File: src/logic/serial_bus_pkg.sv
package serial_bus_pkg;

    localparam int DATA_WIDTH   = 32;
    // identities 1..SLAVE_COUNT, 0 means no slave
    localparam int SLAVE_COUNT  = 3;
    localparam int SID_WIDTH    = 2;
    localparam int FRAME_ADDR_W = 12;

    localparam logic [2:0] START_CODE = 3'b111;

    typedef logic [DATA_WIDTH-1:0] data_t;

    // sent on control from the top field down
    typedef struct packed {
        logic [2:0]              start;
        logic [SID_WIDTH-1:0]    slave_id;
        logic                    write;
        logic [FRAME_ADDR_W-1:0] word_addr;
    } ctrl_frame_t;

    localparam int FRAME_BITS = $bits(ctrl_frame_t);

    typedef struct packed {
        logic                    write;
        logic [SID_WIDTH-1:0]    slave_id;
        logic [FRAME_ADDR_W-1:0] word_addr;
        data_t                   wdata;
    } bus_req_t;

    typedef struct packed {
        data_t rdata;
    } bus_rsp_t;

endpackage
File: src/logic/bus_master.sv
`timescale 1ns/1ps

module bus_master import serial_bus_pkg::*; (
    input  logic                   clk,
    input  logic                   rstN,
    input  bus_req_t               req,
    input  logic                   req_valid,
    output logic                   req_ready,
    output bus_rsp_t               rsp,
    output logic                   rsp_done,
    output logic                   control,
    output logic                   wD,
    output logic                   valid,
    input  logic [SLAVE_COUNT-1:0] rD,
    input  logic [SLAVE_COUNT-1:0] ready
);

    localparam int CNT_W = $clog2(DATA_WIDTH);

    typedef enum logic [2:0] {
        IDLE,
        FRAME,
        WDATA,
        WACK,
        RDATA
    } state_t;

    state_t               state;
    logic [CNT_W-1:0]     bit_cnt;
    logic [SID_WIDTH-1:0] lane;
    logic                 is_write;
    logic                 accept;
    ctrl_frame_t          frame;
    logic                 data_shift;
    logic                 data_out;
    data_t                data_word;
    logic                 lane_rd;
    logic                 lane_ready;

    assign req_ready = (state == IDLE);
    assign accept    = req_valid && req_ready;
    assign valid     = (state == WDATA);

    assign frame = '{
        start:     START_CODE,
        slave_id:  req.slave_id,
        write:     req.write,
        word_addr: req.word_addr
    };

    // only the addressed slave's lane is heard
    assign lane_rd    = rD[lane];
    assign lane_ready = ready[lane];

    assign data_shift = valid || ((state == RDATA) && lane_ready);
    assign wD         = valid && data_out;
    assign rsp.rdata  = data_word;

    // zero fill keeps control low after the last frame bit
    bit_shifter #(
        .payload_t(ctrl_frame_t)
    ) u_frame_shifter (
        .clk       (clk),
        .rstN      (rstN),
        .load      (accept),
        .load_value(frame),
        .shift_en  (state == FRAME),
        .serial_in (1'b0),
        .serial_out(control),
        .value     ()
    );

    // write word goes out msb first, read word comes back in
    bit_shifter #(
        .payload_t(data_t)
    ) u_data_shifter (
        .clk       (clk),
        .rstN      (rstN),
        .load      (accept),
        .load_value(req.wdata),
        .shift_en  (data_shift),
        .serial_in (lane_rd),
        .serial_out(data_out),
        .value     (data_word)
    );

    always_ff @(posedge clk or negedge rstN) begin
        if (!rstN) begin
            state    <= IDLE;
            bit_cnt  <= '0;
            lane     <= '0;
            is_write <= 1'b0;
            rsp_done <= 1'b0;
        end else begin
            rsp_done <= 1'b0;
            case (state)
                IDLE: begin
                    if (accept) begin
                        lane     <= req.slave_id - 1'b1;
                        is_write <= req.write;
                        bit_cnt  <= '0;
                        state    <= FRAME;
                    end
                end
                FRAME: begin
                    if (bit_cnt == CNT_W'(FRAME_BITS - 1)) begin
                        bit_cnt <= '0;
                        state   <= is_write ? WDATA : RDATA;
                    end else begin
                        bit_cnt <= bit_cnt + 1'b1;
                    end
                end
                WDATA: begin
                    if (bit_cnt == CNT_W'(DATA_WIDTH - 1)) begin
                        bit_cnt <= '0;
                        state   <= WACK;
                    end else begin
                        bit_cnt <= bit_cnt + 1'b1;
                    end
                end
                // one-cycle ready pulse from the slave
                WACK: begin
                    if (lane_ready) begin
                        rsp_done <= 1'b1;
                        state    <= IDLE;
                    end
                end
                RDATA: begin
                    if (lane_ready) begin
                        if (bit_cnt == CNT_W'(DATA_WIDTH - 1)) begin
                            bit_cnt  <= '0;
                            rsp_done <= 1'b1;
                            state    <= IDLE;
                        end else begin
                            bit_cnt <= bit_cnt + 1'b1;
                        end
                    end
                end
                default: state <= IDLE;
            endcase
        end
    end

endmodule

File: src/logic/bit_shifter.sv
`timescale 1ns/1ps

module bit_shifter #(
    parameter type payload_t = logic [7:0]
) (
    input  logic     clk,
    input  logic     rstN,
    input  logic     load,
    input  payload_t load_value,
    input  logic     shift_en,
    input  logic     serial_in,
    output logic     serial_out,
    output payload_t value
);

    localparam int WIDTH = $bits(payload_t);

    // msb first, new bits enter at the bottom
    always_ff @(posedge clk or negedge rstN) begin
        if (!rstN) begin
            value <= '0;
        end else if (load) begin
            value <= load_value;
        end else if (shift_en) begin
            value <= payload_t'({value[WIDTH-2:0], serial_in});
        end
    end

    // line stays low once a zero-filled word has been shifted out
    assign serial_out = value[WIDTH-1];

endmodule

File: config.mk
export PLATFORM = sky130hd
export DESIGN_NAME = bus_master
export DESIGN_NICKNAME = d
export VERILOG_FILES = /design/src/logic/serial_bus_pkg.sv /design/src/logic/bus_master.sv /design/src/logic/bit_shifter.sv
export SDC_FILE = /design/constraint.sdc
export NUM_CORES = 1
export LEC_CHECK = 0
export ABC_AREA = 1
export BUFFER_PORTS_ARGS = -buffer_cell sky130_fd_sc_hd__buf_4
export CAP_MARGIN = 10
export CORE_ASPECT_RATIO = 1.25
export CORE_MARGIN = 3
export CORE_UTILIZATION = 55
export CTS_BUF_LIST = sky130_fd_sc_hd__clkbuf_4
export DETAILED_ROUTE_END_ITERATION = 8
export GPL_ROUTABILITY_DRIVEN = 0
export PLACE_DENSITY = 0.84
export SYNTH_ARGS = -nofsm -noshare
export SYNTH_HDL_FRONTEND = slang
export SYNTH_SLANG_ARGS = --single-unit
File: constraint.sdc
create_clock -name clk -period 3.4 [get_ports clk]
set_input_delay 0.34 -clock clk [delete_from_list [all_inputs] [get_ports clk]]
set_output_delay 0.34 -clock clk [all_outputs]
set_load 0.1 [all_outputs]
* Word level (Yosys, flattened, before mapping)
Cells that the tools add are included.
** Storage, ports and cells
- Output and inout bits :: 37
- Register bits after elaboration :: 62
** Operators by class
- Order comparisons :: 1
- Reduce and logical (&&, ||, !) cells :: 11
- $add $sub $neg :: 2
- Equal/unequal tests :: 12
- Muxes and demuxes :: 25
** Operators by type and width (number)
- $mux W32 :: 2
- $mux W18 :: 2
- $mux W3 :: 7
- $mux W5 :: 4
- $pmux W5 S4 :: 1
- $pmux W3 S5 :: 1
- $eq A5 B5 Y1 const B :: 2
- $eq A3 B2 Y1 const B :: 2
- $ne A2 B1 Y1 const B :: 3
- $ne A2 B2 Y1 const B :: 3
- $reduce_and A6 Y1 :: 1
- $add A5 B1 Y5 const B :: 1
- $mux W1 :: 5
- $bmux W1 S2 :: 2
- $reduce_bool A2 Y1 :: 2
- $reduce_bool A4 Y1 :: 1
- $eq A3 B1 Y1 const B :: 1
- $eq A3 B3 Y1 const B :: 1
- $logic_and A1 B1 Y1 :: 3
- $logic_not A3 Y1 :: 1
- $lt A2 B3 Y1 const B :: 1
- $reduce_and A3 Y1 :: 1
- $pmux W1 S2 :: 1
- $reduce_and A2 Y1 :: 1
- 2 further kinds :: 2

* Longest topological paths before layout
Gate-level depths: netlist of run 1.
- Depth in word-level cells :: 6
- Depth in mapped cells :: 11
- Mapped depth without buffers :: 11

* Modules after synthesis
Synthesis of run 1 repeated with hierarchy kept, for this count alone.
** Second synthesis, totals
- Cells, all modules :: 412
- Area, all modules :: 3320.7 um^2
** By module, submodules not included
- bit_shifter (u_data_shifter) :: cells an instance 177, seq. area each 800.8 um^2, area each 1516.5 um^2, times used 1
- bus_master :: cells an instance 136, seq. area each 300.3 um^2, area each 945.9 um^2, times used 1
- bit_shifter (u_frame_shifter) :: cells an instance 99, seq. area each 450.4 um^2, area each 858.3 um^2, times used 1

* Worst setup path after synthesis of run 1
Ideal clock, no wire load.
- Path kind :: register to output
- Start point :: register state[0]
- End point :: output port wD
- Data required time :: 3.060 ns
- Cell stages (with the launch flop) :: 5
- Arrival time :: 1.977 ns
- Slack :: 1.083 ns
- Buffers on the path :: 1
- Cell sequence :: dfrtp_1 > buf_6 > nor2_4 > nand2_2 > nor2_1
** Between the ends
- Word-level cells in the longest chain between the ends :: 2
** RTL lines
- from (decl) :: line bus_master.sv:28 : state_t state;
- from (signal assigned) :: line bus_master.sv:108 : state <= is_write ? WDATA : RDATA;
- $eq A3 B2 Y1 :: line bus_master.sv:42 : assign valid = (state == WDATA);
- $logic_and A1 B1 Y1 :: line bus_master.sv:56 : assign wD = valid && data_out;
- to (decl) :: line bus_master.sv:12 : output logic wD,
No other way between the ends.

* Final worst setup path of run 1
- Start point :: register state[0]
- End point :: register u_data_shifter.value[18] (netlist name)
** Between the ends
- Word-level cells in the longest chain between the ends :: 4
- Elaborated cells between the ends (all ways) :: 8
** RTL lines
- $eq A3 B3 Y1 :: line bus_master.sv:55 : assign data_shift = valid || ((state == RDATA) && lane_ready);
- $logic_and A1 B1 Y1 :: line bus_master.sv:55
- $logic_or A1 B1 Y1 :: line bus_master.sv:55
- $reduce_bool A2 Y1 (no line)
- to (signal assigned) :: line bit_shifter.sv:23 : value <= load_value;
- to (signal assigned) :: line bit_shifter.sv:25 : value <= payload_t'({value[WIDTH-2:0], serial_in});
- to (decl) :: line bit_shifter.sv:13 : output payload_t value
Several ways; a longest one is shown, not always the timed one.
A chain may end at the register's enable or synchronous reset.

==> results of run 1 <==
==> final cells by class <==
type	count	area, µm²
Fill cell	494	1550
Sequential cell	62	1550
Multi-Input combinational cell	269	1280
Timing Repair Buffer	93	698
Inverter	68	258
Clock buffer	11	82.6
Tap cell	64	80.1
Clock inverter	5	50.0
==> flip-flops by register name, summed over array words and instances (netlist names) <==
signal / flops
state: 3
bit_cnt: 5
u_data_shifter.value: 32
u_frame_shifter.serial_out: 1
lane: 2
is_write: 1
rsp_done: 1
u_frame_shifter.value: 17
==> worst paths after layout <==
path	cells after the start	from	slack [ps]	endpoint
min	1	rstN	-10	u_data_shifter.value[10]
max	7	state[0]	1100	u_data_shifter.value[18]
max in group asynchronous	1	rstN	2890	lane[1]
max reg2reg	7	state[0]	1100	u_data_shifter.value[18]
min reg2reg	2	u_frame_shifter.value[15]	520	u_frame_shifter.value[16]
min in group clk	3	req[34]	140	u_frame_shifter.value[2]
==> through the flow <==
stage               utilization, %  std cells  hold WS (ps)  setup WS (ps)
floorplan                        -        420          44.4           1080
global placement              69.7        556           462           1270
detailed placement            69.7        556           465           1130
CTS                           72.0        572          22.3           1110
global route                  72.0        572          39.4            865
finish                        72.0        572         -10.9           1100
==> metal layers <==
metal / up-vias / part of all wire (%)
met4: 0 / 2.9
met2: 86 / 51
met1: 1339 / 41
met5: - / 0
li1: 1494 / -
met3: 20 / 4.9
==> placed cells by master, fill, tap and decap left out, drive strengths merged <==
cell type / instances
xor2: 2
clkbuf: 11
inv: 68
dfrtp: 62
nand3: 18
nand3b: 1
nand4: 2
o221ai: 11
bufinv: 1
ha: 3
o21a: 1
o21ai: 78
clkinvlp: 1
buf: 93
nand2: 137
o211ai: 3
clkinv: 3
nor2: 13
==> cell families (layout without fill, tap and decap cells) <==
kind of cell    after synthesis  in the layout
fa+ha+maj                     3              3
compound gates               93             93
buf+inv                      89            177
simple gates                171            171
flops                        62             62
xor+xnor                      2              2
==> worst register-to-register path: stages (launching register included) <==
cell and delay, ps:
dfrtp_1 500, nor2_4 210, nand3_4 180, inv_4 530
nor2_4 80, nand2_4 450, nand2_1 160, o21ai_1 110
==> results.ini, run 1 <==
[global_route]
grt_usage_pct=23.4
grt_antenna_before_repair=0
grt_pass1_wl_um=12400
met3_usage_pct=5.43
gr-usage-met2_pct=38.6
grt.overflow.total=0
use_met1_pct=28.6
grt_pass1_vias=2832
top_usage_layer=met2
grt_max_degree=80

[timing]
setup-tns-final_ps=0
fin_worst_skew_ps=11.5
finalHoldViolations=7
finalSetupViolations=0
hold_ws_ps=-10.9
max_freq_mhz=434
worst_pin_slew_ps=771
timing.final.crit_share_pct=67.8
relSlewSlack_pct=48.6
rsz0062_at_grt=false
min_period_ps=2300
finalMaxSlewViolations=0

[route]
vias=2939
via_per_inst=5.14
drt-total-wl_um=7550
drc=0
wl_per_cell_um=13.2
ant_nets=0
first_iter_violations=198
firstDrtPassIters=4

[synthesis]
avgSynthCellArea_um2=7.67
netlist_area_um2=3220
synth-seq-cells=62
post-synth-top-area-cell=dfrtp_1
yosysSeqAreaShare_pct=48.2
synth_area_leaders=dfrtp_1 (48%), nand2_1 (16%), inv_1 (7.5%)
synth.top_cell.area_share_pct=48.2
yosys.area_share.simple_pct=22.1
ys.flop_type=dfrtp_1
netlist_top_cells_count=nand2_1 (135), inv_1 (64), dfrtp_1 (62)
synth.distinct_cells=24
synth.most_common_cell=nand2_1
synth_fa_ha_area_share_pct=1.17
synthXorXnorAreaFrac_pct=0.544
synthArstFlopShare_pct=100
synth_edf_count=0
synth_warnings=0
synth-compound-area-share_pct=16.0
synth_top_family_by_area=simple AND/OR/NAND/NOR gates
syn_nets=479
synthMuxAreaShare_pct=0
netlist_instances=420

[clock_network]
insertion_delay_ps=410
cts_tree=done
postCtsResizedCells=0
cts-root-buf=clkbuf_4
hold_buffers=0
clock_tree.buffer_depth=2
cts_made_buffers=9
cts_htree_levels=3
cts_sinks=62
clkSlewWorstSetupHoldPaths_ps=110
post_cts_buffers=0

[critical_path]
path_buf_inv=1
cp_top_family=simple AND/OR/NAND/NOR gates
required_ps=3720
start_kind=register
arrival_ps=2630
worstSetupPathType=reg -> reg
slowest_delay_ps=530
critPathMaxFanout=79
crit_top_cell=nor2_4
crit_slowest_cell=inv_4
end_kind=register
cp_cell_sequence=nor2_4 > nand3_4 > inv_4 > nor2_4 > nand2_4 > nand2_1 > o21ai_1

[cells_and_area]
diodes=0
drive_above_1_share_pct=22.8
final_nets=562
syn2layout_area_growth_pct=24.2
final_cell_area_um2=4000

[placement]
place_hpwl_um=5470
post_dp_cell_area_um2=3870
io_buffers=92

[floorplanning]
placementRows=30
die_w_um=74.5
die_area_um2=6820
ios=93
core_um2=5560
initial_utilization_pct=58.0
die_h_um=91.6

[outcome]
status=finished with violations
violations=negative hold slack

[run]
max-cap-violations=0

[min_path]
hold_path_class=in -> async

Power of run 1 is not shown: default switching activity piles up to over one toggle a cycle in this logic, so the estimate is an artifact.
==> run 2, diff against run 1 <==
Settings changed: CORE_UTILIZATION 55 to 49, PLACE_DENSITY 0.84 to 0.79.
Clock period 3.4 ns to 1.9 ns, I/O delays scaled along.
==> results.ini, run 2 (synthesis gave the netlist of run 1 again) <==
[placement]
place_ws_ps=209  ; was 1130 ps
io_buffers=92  ; unchanged
place_hpwl_um=5350  ; was 5470 µm
post_dp_cell_area_um2=3960  ; was 3870 µm²

[timing]
worst_pin_slew_ps=787  ; was 771 ps
finalHoldViolations=0  ; was 7
timing.final.crit_share_pct=93.7
rsz0062_at_grt=false  ; unchanged
setup-tns-final_ps=0  ; unchanged
fin_ws_ps=119  ; was 1100 ps
finalMaxSlewViolations=0  ; unchanged
fin_worst_skew_ps=10.1  ; was 11.5 ps
finalSetupViolations=0  ; unchanged
min_period_ps=1780
relSlewSlack_pct=47.6  ; was 48.6%
max_freq_mhz=562
hold_ws_ps=16.6  ; was -10.9 ps

[critical_path]
arrival_ps=1590  ; was 2630 ps
crit_slowest_cell=dfrtp_1  ; was inv_4
slowest_delay_ps=490  ; was 530 ps
reg2reg_depth=5  ; was 7
end_kind=primary output  ; was register
cp_cell_sequence=nor2_4 > nand2_2 > nor2_2 > buf_6  ; was nor2_4 > nand3_4 > inv_4 > nor2_4 > nand2_4 > nand2_1 > o21ai_1
start_kind=register  ; unchanged
critPathMaxFanout=9  ; was 79
required_ps=1710  ; was 3720 ps
worstSetupPathType=reg -> out  ; was reg -> reg

[floorplanning]
initial_utilization_pct=51.3  ; was 58.0%
die_area_um2=7590  ; was 6820 µm²
die_h_um=96.7  ; was 91.6 µm
placementRows=32  ; was 30
ios=93  ; unchanged
die_w_um=78.5  ; was 74.5 µm
core_um2=6290  ; was 5560 µm²

[min_path]
hold_path_class=in -> reg  ; was in -> async
hold_depth=3

[route]
first_iter_violations=179  ; was 198
drt-total-wl_um=7620  ; was 7550 µm
drc=0  ; unchanged
ant_nets=0  ; unchanged
firstDrtPassIters=4  ; unchanged
vias=2965  ; was 2939
wl_per_cell_um=12.5  ; was 13.2 µm
via_per_inst=4.88  ; was 5.14

[cells_and_area]
utilization_pct=67.0  ; was 72.0%
final_common_cell=nand2_1  ; unchanged
diodes=0  ; unchanged
syn2layout_area_growth_pct=30.6  ; was 24.2%
final_nets=577  ; was 562
regMostFlops=u_data_shifter.value  ; unchanged
drive_above_1_share_pct=23.3  ; was 22.8%
largest_reg_flops=32  ; unchanged
final_cell_area_um2=4210  ; was 4000 µm²
top_regs=u_data_shifter.value (32), u_frame_shifter.value (17), bit_cnt (5)  ; unchanged
mostFrequentLayoutCells=nand2_1 (135), buf_4 (95), inv_1 (64)  ; was nand2_1 (135), buf_4 (93), inv_1 (64)

[clock_network]
cts_sinks=62  ; unchanged
insertion_delay_ps=400  ; was 410 ps
clock_tree.buffer_depth=2  ; unchanged
cts_tree=done  ; unchanged
cts-root-buf=clkbuf_4  ; unchanged
clkSlewWorstSetupHoldPaths_ps=100  ; was 110 ps
cts_made_buffers=9  ; unchanged
post_cts_buffers=0  ; unchanged
cts_htree_levels=3  ; unchanged

[global_route]
grt_antenna_before_repair=0  ; unchanged
grt_pass1_vias=3054  ; was 2832
grt_pass1_wl_um=13400  ; was 12400 µm
grt_max_degree=63  ; was 80
grt.overflow.total=0  ; unchanged
grt_usage_pct=21.7  ; was 23.4%

[power_and_ir_drop]
power_leakage_uw=0.00219
power_density_nw_per_um2=1960
peakVddDrop_mv=1.22

[run]
max-cap-violations=0  ; unchanged

[outcome]
status=complete, no violations  ; was finished with violations

-- run 2: through the flow --
stage,total power (µW),std cells
final,8260,608
after global routing,8830,608
after CTS,8300,608
after detailed placement,7250,583
after global placement,7140,583
after floorplan,6210,420
-- run 2: metal layers --
layer  vias up  routed length (µm)  global-route usage (%)
met3        10                 518                    5.49
met5         -                   0                       0
li1       1526                   -                       -
met1      1349                3140                    26.6
met4         0                 104                    8.75
met2        80                3850                    36.2
-- run 2: final timing paths --
path                       slack (ps)                         to                      start
min in group asynchronous         390   u_frame_shifter.value[3]                       rstN
setup reg to reg                  200  u_frame_shifter.value[10]                   state[0]
hold reg to reg                   520  u_frame_shifter.value[16]  u_frame_shifter.value[15]
max in group asynchronous         960    u_data_shifter.value[1]                       rstN
setup / recovery                  120                         wD                   state[0]
hold / removal                     20   u_frame_shifter.value[9]                    req[41]
-- run 2: final cells by class --
| type | instances | area (µm²) |
|---|---|---|
| fill | 548 | 2080 |
| multi-input combinational | 269 | 1280 |
| timing repair buffer | 108 | 857 |
| inverter | 68 | 258 |
| clock inverter | 6 | 76.3 |
| tap | 85 | 106 |
| sequential | 62 | 1550 |
| clock buffer | 10 | 75.1 |
-- run 2: critical path: cells and delay by family, from the launching register on --
kind / cells / cell delay (ps)
DFF: 1 / 490
buffers and inverters: 1 / 230
and+or+nand+nor: 3 / 470
-- run 2: what timing repair did --
action / CTS / global route
gates resized for setup: 0 / 3
setup endpoints to repair: 0 / 3
hold buffers: 9 / 0
hold endpoints to repair: 70 / 0
-- run 2: where the power goes --
group	internal, µW	switching [µW]
Clock	534	470
Combinational	1270	3810
Sequential	1860	318
Total	3660	4590
(Power assumes the default switching activity.)
