### src/logic/axil_pkg.sv
package axil_pkg;

    localparam int AXIL_ADDR_W = 16;
    localparam int AXIL_DATA_W = 32;
    localparam int AXIL_STRB_W = AXIL_DATA_W / 8;

    typedef logic [1:0] axil_resp_t;

    localparam axil_resp_t RESP_OKAY   = 2'b00;
    localparam axil_resp_t RESP_SLVERR = 2'b10;

    typedef struct packed {
        logic [AXIL_ADDR_W-1:0] addr;
        logic [2:0]             prot;
    } axil_aw_t;

    typedef struct packed {
        logic [AXIL_ADDR_W-1:0] addr;
        logic [2:0]             prot;
    } axil_ar_t;

    typedef struct packed {
        logic [AXIL_DATA_W-1:0] data;
        logic [AXIL_STRB_W-1:0] strb;
    } axil_w_t;

    typedef struct packed {
        axil_resp_t resp;
    } axil_b_t;

    typedef struct packed {
        logic [AXIL_DATA_W-1:0] data;
        axil_resp_t             resp;
    } axil_r_t;

endpackage

### src/logic/serial_bus_pkg.sv
package serial_bus_pkg;

    localparam int DATA_WIDTH   = 32;
    // identities 1..SLAVE_COUNT, 0 means no slave
    localparam int SLAVE_COUNT  = 3;
    localparam int SID_WIDTH    = 2;
    localparam int FRAME_ADDR_W = 12;

    localparam logic [2:0] START_CODE = 3'b111;

    typedef logic [DATA_WIDTH-1:0] data_t;

    // sent on control from the top field down
    typedef struct packed {
        logic [2:0]              start;
        logic [SID_WIDTH-1:0]    slave_id;
        logic                    write;
        logic [FRAME_ADDR_W-1:0] word_addr;
    } ctrl_frame_t;

    localparam int FRAME_BITS = $bits(ctrl_frame_t);

    typedef struct packed {
        logic                    write;
        logic [SID_WIDTH-1:0]    slave_id;
        logic [FRAME_ADDR_W-1:0] word_addr;
        data_t                   wdata;
    } bus_req_t;

    typedef struct packed {
        data_t rdata;
    } bus_rsp_t;

endpackage
### src/logic/axil_front.sv
`timescale 1ns/1ps

module axil_front import serial_bus_pkg::*, axil_pkg::*; (
    input  logic     clk,
    input  logic     rstN,
    input  axil_aw_t aw,
    input  logic     awvalid,
    output logic     awready,
    input  axil_w_t  w,
    input  logic     wvalid,
    output logic     wready,
    output axil_b_t  b,
    output logic     bvalid,
    input  logic     bready,
    input  axil_ar_t ar,
    input  logic     arvalid,
    output logic     arready,
    output axil_r_t  r,
    output logic     rvalid,
    input  logic     rready,
    output bus_req_t req,
    output logic     req_valid,
    input  logic     req_ready,
    input  bus_rsp_t rsp,
    input  logic     rsp_done
);

    typedef enum logic [2:0] {
        IDLE,
        ISSUE,
        BUSY,
        B_RESP,
        R_RESP
    } state_t;

    state_t               state;
    logic                 wr_accept;
    logic                 rd_accept;
    logic [SID_WIDTH-1:0] wr_sid;
    logic [SID_WIDTH-1:0] rd_sid;
    logic                 wr_error;
    logic                 rd_error;

    // write wins when both directions are pending
    assign wr_accept = (state == IDLE) && awvalid && wvalid;
    assign rd_accept = (state == IDLE) && arvalid && !(awvalid && wvalid);

    assign awready = wr_accept;
    assign wready  = wr_accept;
    assign arready = rd_accept;

    // top address bits pick the slave
    assign wr_sid = aw.addr[AXIL_ADDR_W-1 -: SID_WIDTH];
    assign rd_sid = ar.addr[AXIL_ADDR_W-1 -: SID_WIDTH];

    assign wr_error = (wr_sid == '0) || (w.strb != '1);
    assign rd_error = (rd_sid == '0);

    assign req_valid = (state == ISSUE);
    assign bvalid    = (state == B_RESP);
    assign rvalid    = (state == R_RESP);

    always_ff @(posedge clk or negedge rstN) begin
        if (!rstN) begin
            state <= IDLE;
        end else begin
            case (state)
                IDLE: begin
                    if (wr_accept) begin
                        state <= wr_error ? B_RESP : ISSUE;
                    end else if (rd_accept) begin
                        state <= rd_error ? R_RESP : ISSUE;
                    end
                end
                ISSUE: if (req_ready) state <= BUSY;
                BUSY: if (rsp_done) state <= req.write ? B_RESP : R_RESP;
                B_RESP: if (bready) state <= IDLE;
                R_RESP: if (rready) state <= IDLE;
                default: state <= IDLE;
            endcase
        end
    end

    // response code is settled at acceptance, read data arrives with rsp_done
    always_ff @(posedge clk) begin
        if (wr_accept) begin
            req.write     <= 1'b1;
            req.slave_id  <= wr_sid;
            req.word_addr <= aw.addr[2 +: FRAME_ADDR_W];
            req.wdata     <= w.data;
            b.resp        <= wr_error ? RESP_SLVERR : RESP_OKAY;
        end else if (rd_accept) begin
            req.write     <= 1'b0;
            req.slave_id  <= rd_sid;
            req.word_addr <= ar.addr[2 +: FRAME_ADDR_W];
            req.wdata     <= '0;
            r.data        <= '0;
            r.resp        <= rd_error ? RESP_SLVERR : RESP_OKAY;
        end else if ((state == BUSY) && rsp_done && !req.write) begin
            r.data <= rsp.rdata;
        end
    end

endmodule

### config.mk
export PLATFORM = sky130hd
export DESIGN_NAME = axil_front
export DESIGN_NICKNAME = d
export VERILOG_FILES = /design/src/logic/axil_pkg.sv /design/src/logic/serial_bus_pkg.sv /design/src/logic/axil_front.sv
export SDC_FILE = /design/constraint.sdc
export NUM_CORES = 1
export LEC_CHECK = 0
export BUFFER_PORTS_ARGS = -buffer_cell sky130_fd_sc_hd__buf_2
export CAP_MARGIN = 25
export CELL_PAD_IN_SITES_DETAIL_PLACEMENT = 1
export CELL_PAD_IN_SITES_GLOBAL_PLACEMENT = 2
export CORE_ASPECT_RATIO = 0.75
export CORE_MARGIN = 1.5
export CORE_UTILIZATION = 29
export DETAILED_ROUTE_END_ITERATION = 10
export PLACE_DENSITY = 0.93
export SLEW_MARGIN = 20
export SYNTH_ARGS = -nofsm -noshare
export SYNTH_HDL_FRONTEND = slang
export SYNTH_SLANG_ARGS = --single-unit
### constraint.sdc
create_clock -name clk -period 7.3 [get_ports clk]
set_clock_uncertainty 0.1 [all_clocks]
set_input_delay 0.365 -clock clk [delete_from_list [all_inputs] [get_ports clk]]
set_output_delay 0.365 -clock clk [all_outputs]
set_load 0.05 [all_outputs]
# Yosys cells after proc, flatten, opt, wreduce, memory -nomap -nowiden
# Cells that the tools add are included.
# op_classes
reduce_logical	18
bitwise	1
n_eq_ne	10
mux	15
# ops
cell	n
46-bit two-way mux	2
32-bit two-way mux	1
3-bit two-way mux	8
3-bit case mux with 5 select lines	1
1-bit logical AND	7
3-bit by 2-bit == test with 1-bit output, second input constant	2
2-bit two-way mux	3
2-bit by 1-bit != test with 1-bit output, second input constant	3
5-bit AND reduction	1
2-bit zero test	2
4-bit != test, second input constant	1
2-bit AND reduction	2
2-bit nonzero test	2
3-bit by 1-bit == test with 1-bit output, second input constant	1
3-bit == test, second input constant	1
3-bit zero test	1
3-bit != test, second input constant	1
1-bit zero test	2
2-bit != test, second input constant	1
1-bit logical OR	1
1-bit NOT	1
# word_totals
reg_bits	86
output_inout_bits	89
input_bits	115

# Longest topological paths before layout
# Gate-level depths: netlist of the first run.
# depth
depth_word	6
ltp_mapped	7
depth_no_buf	4

# Worst setup path before layout of the first run
# No wires, ideal clock.
# synth_timing
path_type	register to register
from	register state[1]
to	register r[10] (netlist name), enable pin
required_ns	6.689
arrival_time_ns	4.017
setup_ns	0.511
path_stages_with_launch	4
path_buffers	1
slack_ns	2.672
cell_sequence	dfrtp_1 buf_2 inv_1 o41ai_1
# synth_between
elab_chain_cells	5
elab_cells_between_ends	11
cone_classes	eq/ne: 1; bitwise: 1; reduce/logical: 9
# synth_lines
item	line_no	source
start: declaration	axil_front.sv:36	state_t state;
start signal: assignment	axil_front.sv:70	state <= wr_error ? B_RESP : ISSUE;
start signal: assignment	axil_front.sv:72	state <= rd_error ? R_RESP : ISSUE;
start signal: assignment	axil_front.sv:76	BUSY: if (rsp_done) state <= req.write ? B_RESP : R_RESP;
3-bit by 2-bit == test with 1-bit output or 3-bit zero test (tied branches)	axil_front.sv:99, axil_front.sv:45, axil_front.sv:46	
1-bit logical AND (on tied branches) (2 in series)	axil_front.sv:99, axil_front.sv:45, axil_front.sv:46	
2-bit nonzero test (no line) or 1-bit NOT (tied branches)	n/a	
2-bit AND reduction (no line) *	n/a	
end: declaration	axil_front.sv:18	output axil_r_t r,
# Mark *: on every way between the ends. The rest lies on a longest branch, timed or not.
# A chain may end at the register's enable or synchronous reset.

# Final worst setup path of the first run
# layout_timing
from	register state[1]
to	output arready
# layout_between
elab_chain_cells	3
# layout_lines
item	line_no	source
3-bit zero test	axil_front.sv:46	assign rd_accept = (state == IDLE) && arvalid && !(awvalid && wvalid);
1-bit logical AND (2 in series)	axil_front.sv:46	
end: declaration	axil_front.sv:17	output logic arready,
# Every way passes these cells.

==> flow_summary.yaml, run 1 <==
synth:
  synth_top_area_cell: "edfxtp_1"
  synth_area_leaders: "edfxtp_1 70%, and2_1 5.8%, and3_1 5.5%"
  ys_seq_area_frac: 0.728
  syn_area_per_cell_um2: 15.7
  syn_area_um2: 3430
  syn_inst: 219
  ys_seq_elements: 84
  ys_warn_count: 0
  synth_top_area_frac: 0.700
  ys_types: 32
timing:
  relSlewSlack: 0.555
  hold_viol_final: 0
  worst_pin_slew_ns: 0.668
  rsz0062_at_grt: "no"
  whs_ns: 0.157
  final_max_slew_viol_count: 0
  post-route-min-period_ns: 3.04
  fmax_mhz: 329
  fin_tns_setup_ns: 0
  finalSetupViolations: 0
  fin_crit_sh: 0.416
setup_path:
  required_ns: 6.84
  rr_endpoint: "req[17]"
  cp-startpoint: "state[1]"
  critical_path.max_stage_delay_ns: 0.52
  cp-end-kind: "output pin"
  crit_type: "flip-flop to output pin"
  cp_data_arrival_time_ns: 2.57
  crit_chain: "nor3_4 -> buf_6 -> nand3_2 -> inv_1 -> buf_2"
  endpoint: "arready"
  cp_slowest_cell: "dfrtp_1"
  cp_max_fo: 35
  r2r_slack_ns: 4.28
  crit-reg2reg-launch: "state[1]"
  start_kind: "flip-flop"
  reg2reg_depth: 5
global_routing:
  grt.overflow.total: 0
  grt.total_usage: 0.141
  antenna_found_initial: 0
  grt_max_degree: 47
  grt_pass1_vias: 2514
  grt_pass1_wl_um: 13400
cells_and_area:
  drive_gt1_frac: 0.562
  fin_nets: 524
  diodes: 0
  fin_area_um2: 4840
  areaGrowthSynthToFinish_pct: 41.0
cts:
  clk_pin_slew_worst_paths_ns: 0.06
  clk_latency_ns: 0.33
  cts.path.max_buffers: 2
  htreeDepth: 3
  cts_buffers: 9
  cts_setup_buffers: 0
  root_buffer: "clkbuf_16"
  clock_sinks: 84
  cts_hold_buf: 1
  cts_tree: "yes"
  postCtsResizedCells: 0
placement:
  hpwlAfterDp_um: 6610
  gp_congestion: 0.805
  dpl_cell_area_um2: 4500
  io_buffer_count: 191
drt:
  avgViaCountPerCell: 4.37
  ant_nets: 0
  drc: 0
  detail_route.wl_per_cell_um: 15.5
  wirelength_um: 8930
  drtIter0Drc: 107
  dr.pass1.iters: 4
  via_count: 2513
pwr:
  p_leak_nw: 2.20
  peakVddDrop_v: 0.000139
  power_frac_comb: 0.412
  switching_power_uw: 922
  p_int_mw: 1.20
  seqPwrFrac: 0.360
  p_sw_frac: 0.435
  pwr-share-clk: 0.228
  power_density_nw_per_um2: 438
die:
  die_y_um: 97.2
  rows: 34
  fp.dieW_um: 129
  core-area_um2: 11600
  initial_core_util: 0.297
  dieArea_um2: 12500
  ios: 204
hold_path:
  worstHoldPathType: "primary input to flip-flop"
run:
  drv_cap: 0
run_status:
  status: "completed"
==> how the worst min path moves through the flow <==
stage          startpoint        to  slack, ns  cells after the start
2_1_floorplan        rstN  state[0]      -0.03                      0
3_3_place_gp         rstN  state[0]       0.06                      1
3_5_place_dp         rstN  state[2]       0.07                      1
4_1_cts            rready  state[2]       0.14                      2
5_1_grt            rready  state[2]       0.17                      2
6_report           rready  state[2]       0.16                      2
==> per-stage QoR <==
stage,utilization,setup slack [ns],cells,total power [mW]
global placement,0.389,3.17,558,1.62
floorplan,-,2.67,220,1.44
global route,0.418,3.99,575,2.21
finish,0.418,4.26,575,2.12
detailed placement,0.389,2.93,558,1.65
CTS,0.417,2.92,574,2.14
==> worst max-delay path: cells and delay by family, from the launching register on <==
kind | cells | cell delay (ns)
buf+inv | 3 | 0.82
flops | 1 | 0.52
simple gates | 2 | 0.91
==> cells in the final DEF (no fill, tap or decap), types with 3 or more instances in the layout <==
master and count:
buf_2 191, mux2_2 7, mux2_4 7, dfrtp_1 3, and2_1 32, nor2_1 7
clkbuf_16 9, nand2_1 5, inv_1 6, edfxtp_1 80, and3_1 30
==> layer usage <==
layer / up-vias / global-route usage / wire, µm
met2: 117 / 0.251 / 4490
li1: 1175 / - / -
met5: - / 0 / 0
met3: 14 / 0.0584 / 847
met1: 1207 / 0.149 / 3440
met4: 0 / 0.0527 / 155
==> flip-flops by register name (all words and copies together) (netlist names) <==
| signal | flops |
|---|---|
| req | 47 |
| r | 33 |
| state | 3 |
| b | 1 |
==> power groups by stage <==
| stage | combinational, mW | clock, mW | sequential (mW) |
|---|---|---|---|
| finish | 0.873 | 0.482 | 0.763 |
| CTS | 0.874 | 0.496 | 0.767 |
| floorplan | 0.231 | 0 | 1.21 |
| detailed placement | 0.874 | 0 | 0.776 |
| global route | 0.916 | 0.513 | 0.780 |
| global placement | 0.854 | 0 | 0.767 |
==> area by class of cell <==
| type | instances | area [µm²] |
|---|---|---|
| flip-flops and latches | 84 | 2500 |
| inverters | 6 | 22.5 |
| clock inverters | 6 | 87.6 |
| multi-input cells | 114 | 818 |
| well taps | 162 | 203 |
| clock buffers | 9 | 225 |
| fillers | 1288 | 6730 |
| repair buffers | 194 | 985 |
==> kinds of logic after synthesis <==
| group | share of synthesized area |
|---|---|
| multiplexers | 0.0536 |
| flip-flops | 0.728 |
| buffers and inverters | 0.0394 |
| other | 0.00109 |
| AO/OA/AOI/OAI | 0.0248 |
| AND/OR/NAND/NOR | 0.153 |
==> Yosys cell counts <==
master,instances
o211ai_1,1
dfxtp_1,1
o21ai_0,2
o22ai_1,2
nand2b_1,2
conb_1,1
and3_1,30
o41ai_1,2
nor3_4,1
or3_2,1
and2_1,32
o41a_2,1
nand2_1,5
edfxtp_1,80
and2_4,2
buf_12,2
inv_1,6
mux2_2,7
clkbuf_1,9
buf_4,3
buf_6,1
or2_2,1
a21oi_1,2
and4_1,1
and3_2,2
a21boi_0,1
a211oi_1,1
mux2_4,7
dfrtp_1,3
nor2_1,7
nand3_1,2
buf_2,1
Power figures use the tool's default switching activity.
==> inputs of run 2 (changes only) <==
ABC_AREA = 1   (was unset)
CORE_UTILIZATION = 22   (was 29)
PLACE_DENSITY = 0.82   (was 0.93)
clock period = 2.6 ns   (was 7.3 ns; I/O delays follow)
==> run 2 against run 1 <==
Combinational power rose to 3.0 times the previous value. Wire length up 20%. Global-route usage down 1.1 points. Power rose to 2.8 times the previous value. Cell count up 42%. Via count up 25%. Utilization down 4.5 points. Critical path depth unchanged. Register-to-register slack worse by 3.7 ns. Design area up 19%. Synthesized cell count up 50%. Sequential share of layout area down 8.4 points.
==> flow_summary.yaml, run 2 <==
run_status:
  status: "completed"
cells_and_area:
  regMostFlops: "req"
  diodes: 0
  final_core_util: 0.373
  fin_nets: 720
  drive_gt1_frac: 0.362
  largest_register_ffs: 47
  fin_area_um2: 5770
  areaGrowthSynthToFinish_pct: 63.6
  top_regs: "req: 47 flops, r: 33 flops, state: 3 flops"
  mostFrequentLayoutCells: "191 x buf_2, 80 x edfxtp_1, 79 x inv_1, 79 x dlygate4sd3_1, 71 x nor2_1"
  finalNonFillerCells: 815
  final_common_cell: "buf_2"
placement:
  gp_congestion: 0.763
  placedCellCount: 720
  dpl_cell_area_um2: 4700
  io_buffer_count: 191
  hpwlAfterDp_um: 7510
  dp_slack_ns: 0.695
synth:
  ys_seq_elements: 84
  syn_area_um2: 3530
  ys_warn_count: 0
  syn_inst: 329
  synthArstFlopShare: 0.0357
  synth_top_area_frac: 0.681
  synth-edff-count: 80
  syn_area_per_cell_um2: 10.7
  synth_commonest_cells: "80 x edfxtp_1, 79 x inv_1, 71 x nor2_1"
  ys_types: 19
  synth_top_area_cell: "edfxtp_1"
  synth.most_common_cell: "edfxtp_1"
  ys.flop_type: "edfxtp_1"
  synth_area_leaders: "edfxtp_1 68%, inv_1 8.4%, nor2_1 7.6%"
  ys_seq_area_frac: 0.708
pwr:
  pwr-share-clk: 0.202
  peakVddDrop_v: 0.000433
  p_sw_frac: 0.460
  power_density_nw_per_um2: 1040
  power_frac_comb: 0.440
  seqPwrFrac: 0.358
  switching_power_mw: 2.77
  power_mw: 6.02
  p_int_mw: 3.26
  p_leak_nw: 2.86
global_routing:
  grt.total_usage: 0.131
  grt.overflow.total: 0
  grt_pass1_vias: 3418
  antenna_found_initial: 0
  grt_max_degree: 35
  grt_pass1_wl_um: 16800
timing:
  hold_viol_final: 0
  fin_tns_setup_ns: 0
  rsz0062_at_grt: "no"
  post-route-min-period_ns: 2.12
  whs_ns: 0.0000998
  final_max_slew_viol_count: 0
  fmax_mhz: 471
  finalSetupViolations: 0
  setup_slack_ns: 0.475
  fin_crit_sh: 0.817
setup_path:
  cp-end-kind: "output pin"
  start_kind: "flip-flop"
  cp_max_fo: 34
  cp_data_arrival_time_ns: 1.89
  crit_type: "flip-flop to output pin"
  required_ns: 2.37
cts:
  cts_hold_buf: 79
  cts_buffers: 9
  cts.path.max_buffers: 2
  clk_latency_ns: 0.34
  cts_setup_buffers: 0
  postCtsResizedCells: 0
  clk_pin_slew_worst_paths_ns: 0.07
  clock_sinks: 84
  htreeDepth: 3
  cts_tree: "yes"
  root_buffer: "clkbuf_16"
drt:
  via_count: 3142
  dr.pass1.iters: 4
  wirelength_um: 10700
  drtIter0Drc: 168
  drc: 0
  detail_route.wl_per_cell_um: 13.1
  avgViaCountPerCell: 3.86
  ant_nets: 0
hold_path:
  worstHoldPathType: "primary input to flip-flop"
die:
  fp.dieW_um: 149
  rows: 39
  core-area_um2: 15500
  dieArea_um2: 16800
  die_y_um: 113
  initial_core_util: 0.228
  ios: 204
run:
  drv_cap: 0
run 2: cell types whose count changed after synthesis, sizes merged, moves of 8 or more:
cell    previous run  this run
clkbuf             9         0
and3              32         0
nor2               7        73
nand3              2        10
inv                6        80
mux2              14         0
nand2              5        61
and2              34         0
run 2: cell families after synthesis:
kind of cell | synth area share
simple gates | 0.171
buf+inv | 0.113
flops | 0.708
compound gates | 0.00709
other cells | 0.00106
run 2: final timing paths:
kind                       endpoint  depth (start not counted)  slack (ns)     start
max                         arready                          5        0.48  state[1]
min                         req[31]                          3      0.0001     w[35]
max reg2reg                 req[35]                          7        0.54  state[1]
min reg2reg                 req[46]                          2        0.43   req[46]
max in group asynchronous  state[2]                          3        1.69      rstN
min in group asynchronous  state[1]                          3        0.56      rstN
run 2: cell type report:
| cell class | instances | area (µm²) |
|---|---|---|
| Timing Repair Buffer | 276 | 1790 |
| Inverter | 80 | 303 |
| Clock buffer | 9 | 225 |
| Tap cell | 205 | 256 |
| Sequential cell | 84 | 2500 |
| Multi-Input combinational cell | 154 | 642 |
| Fill cell | 1822 | 9690 |
| Clock inverter | 7 | 58.8 |
run 2: power groups by stage:
| stage | Combinational [mW] | Sequential [mW] | Clock (mW) |
|---|---|---|---|
| 2_1_floorplan | 0.646 | 3.46 | 0 |
| 3_3_place_gp | 2.52 | 2.16 | 0 |
| 3_5_place_dp | 2.55 | 2.19 | 0 |
| 4_1_cts | 2.68 | 2.16 | 1.27 |
| 5_1_grt | 2.82 | 2.19 | 1.31 |
| 6_report | 2.65 | 2.15 | 1.22 |
run 2: worst max-delay path, stage by stage, from the launching register on:
cell,delay [ns]
dfrtp_1,0.48
nor2_4,0.17
nand2_4,0.09
nor3_4,0.13
buf_4,0.34
buf_2,0.33
run 2: routing by layer:
metal  vias to the layer above  global-route usage  wire length [µm]
li1                       1548                   -                 -
met1                      1475               0.139              4030
met2                       104               0.245              5800
met3                        15              0.0359               635
met4                         0              0.0482               214
met5                         -                   0                 0
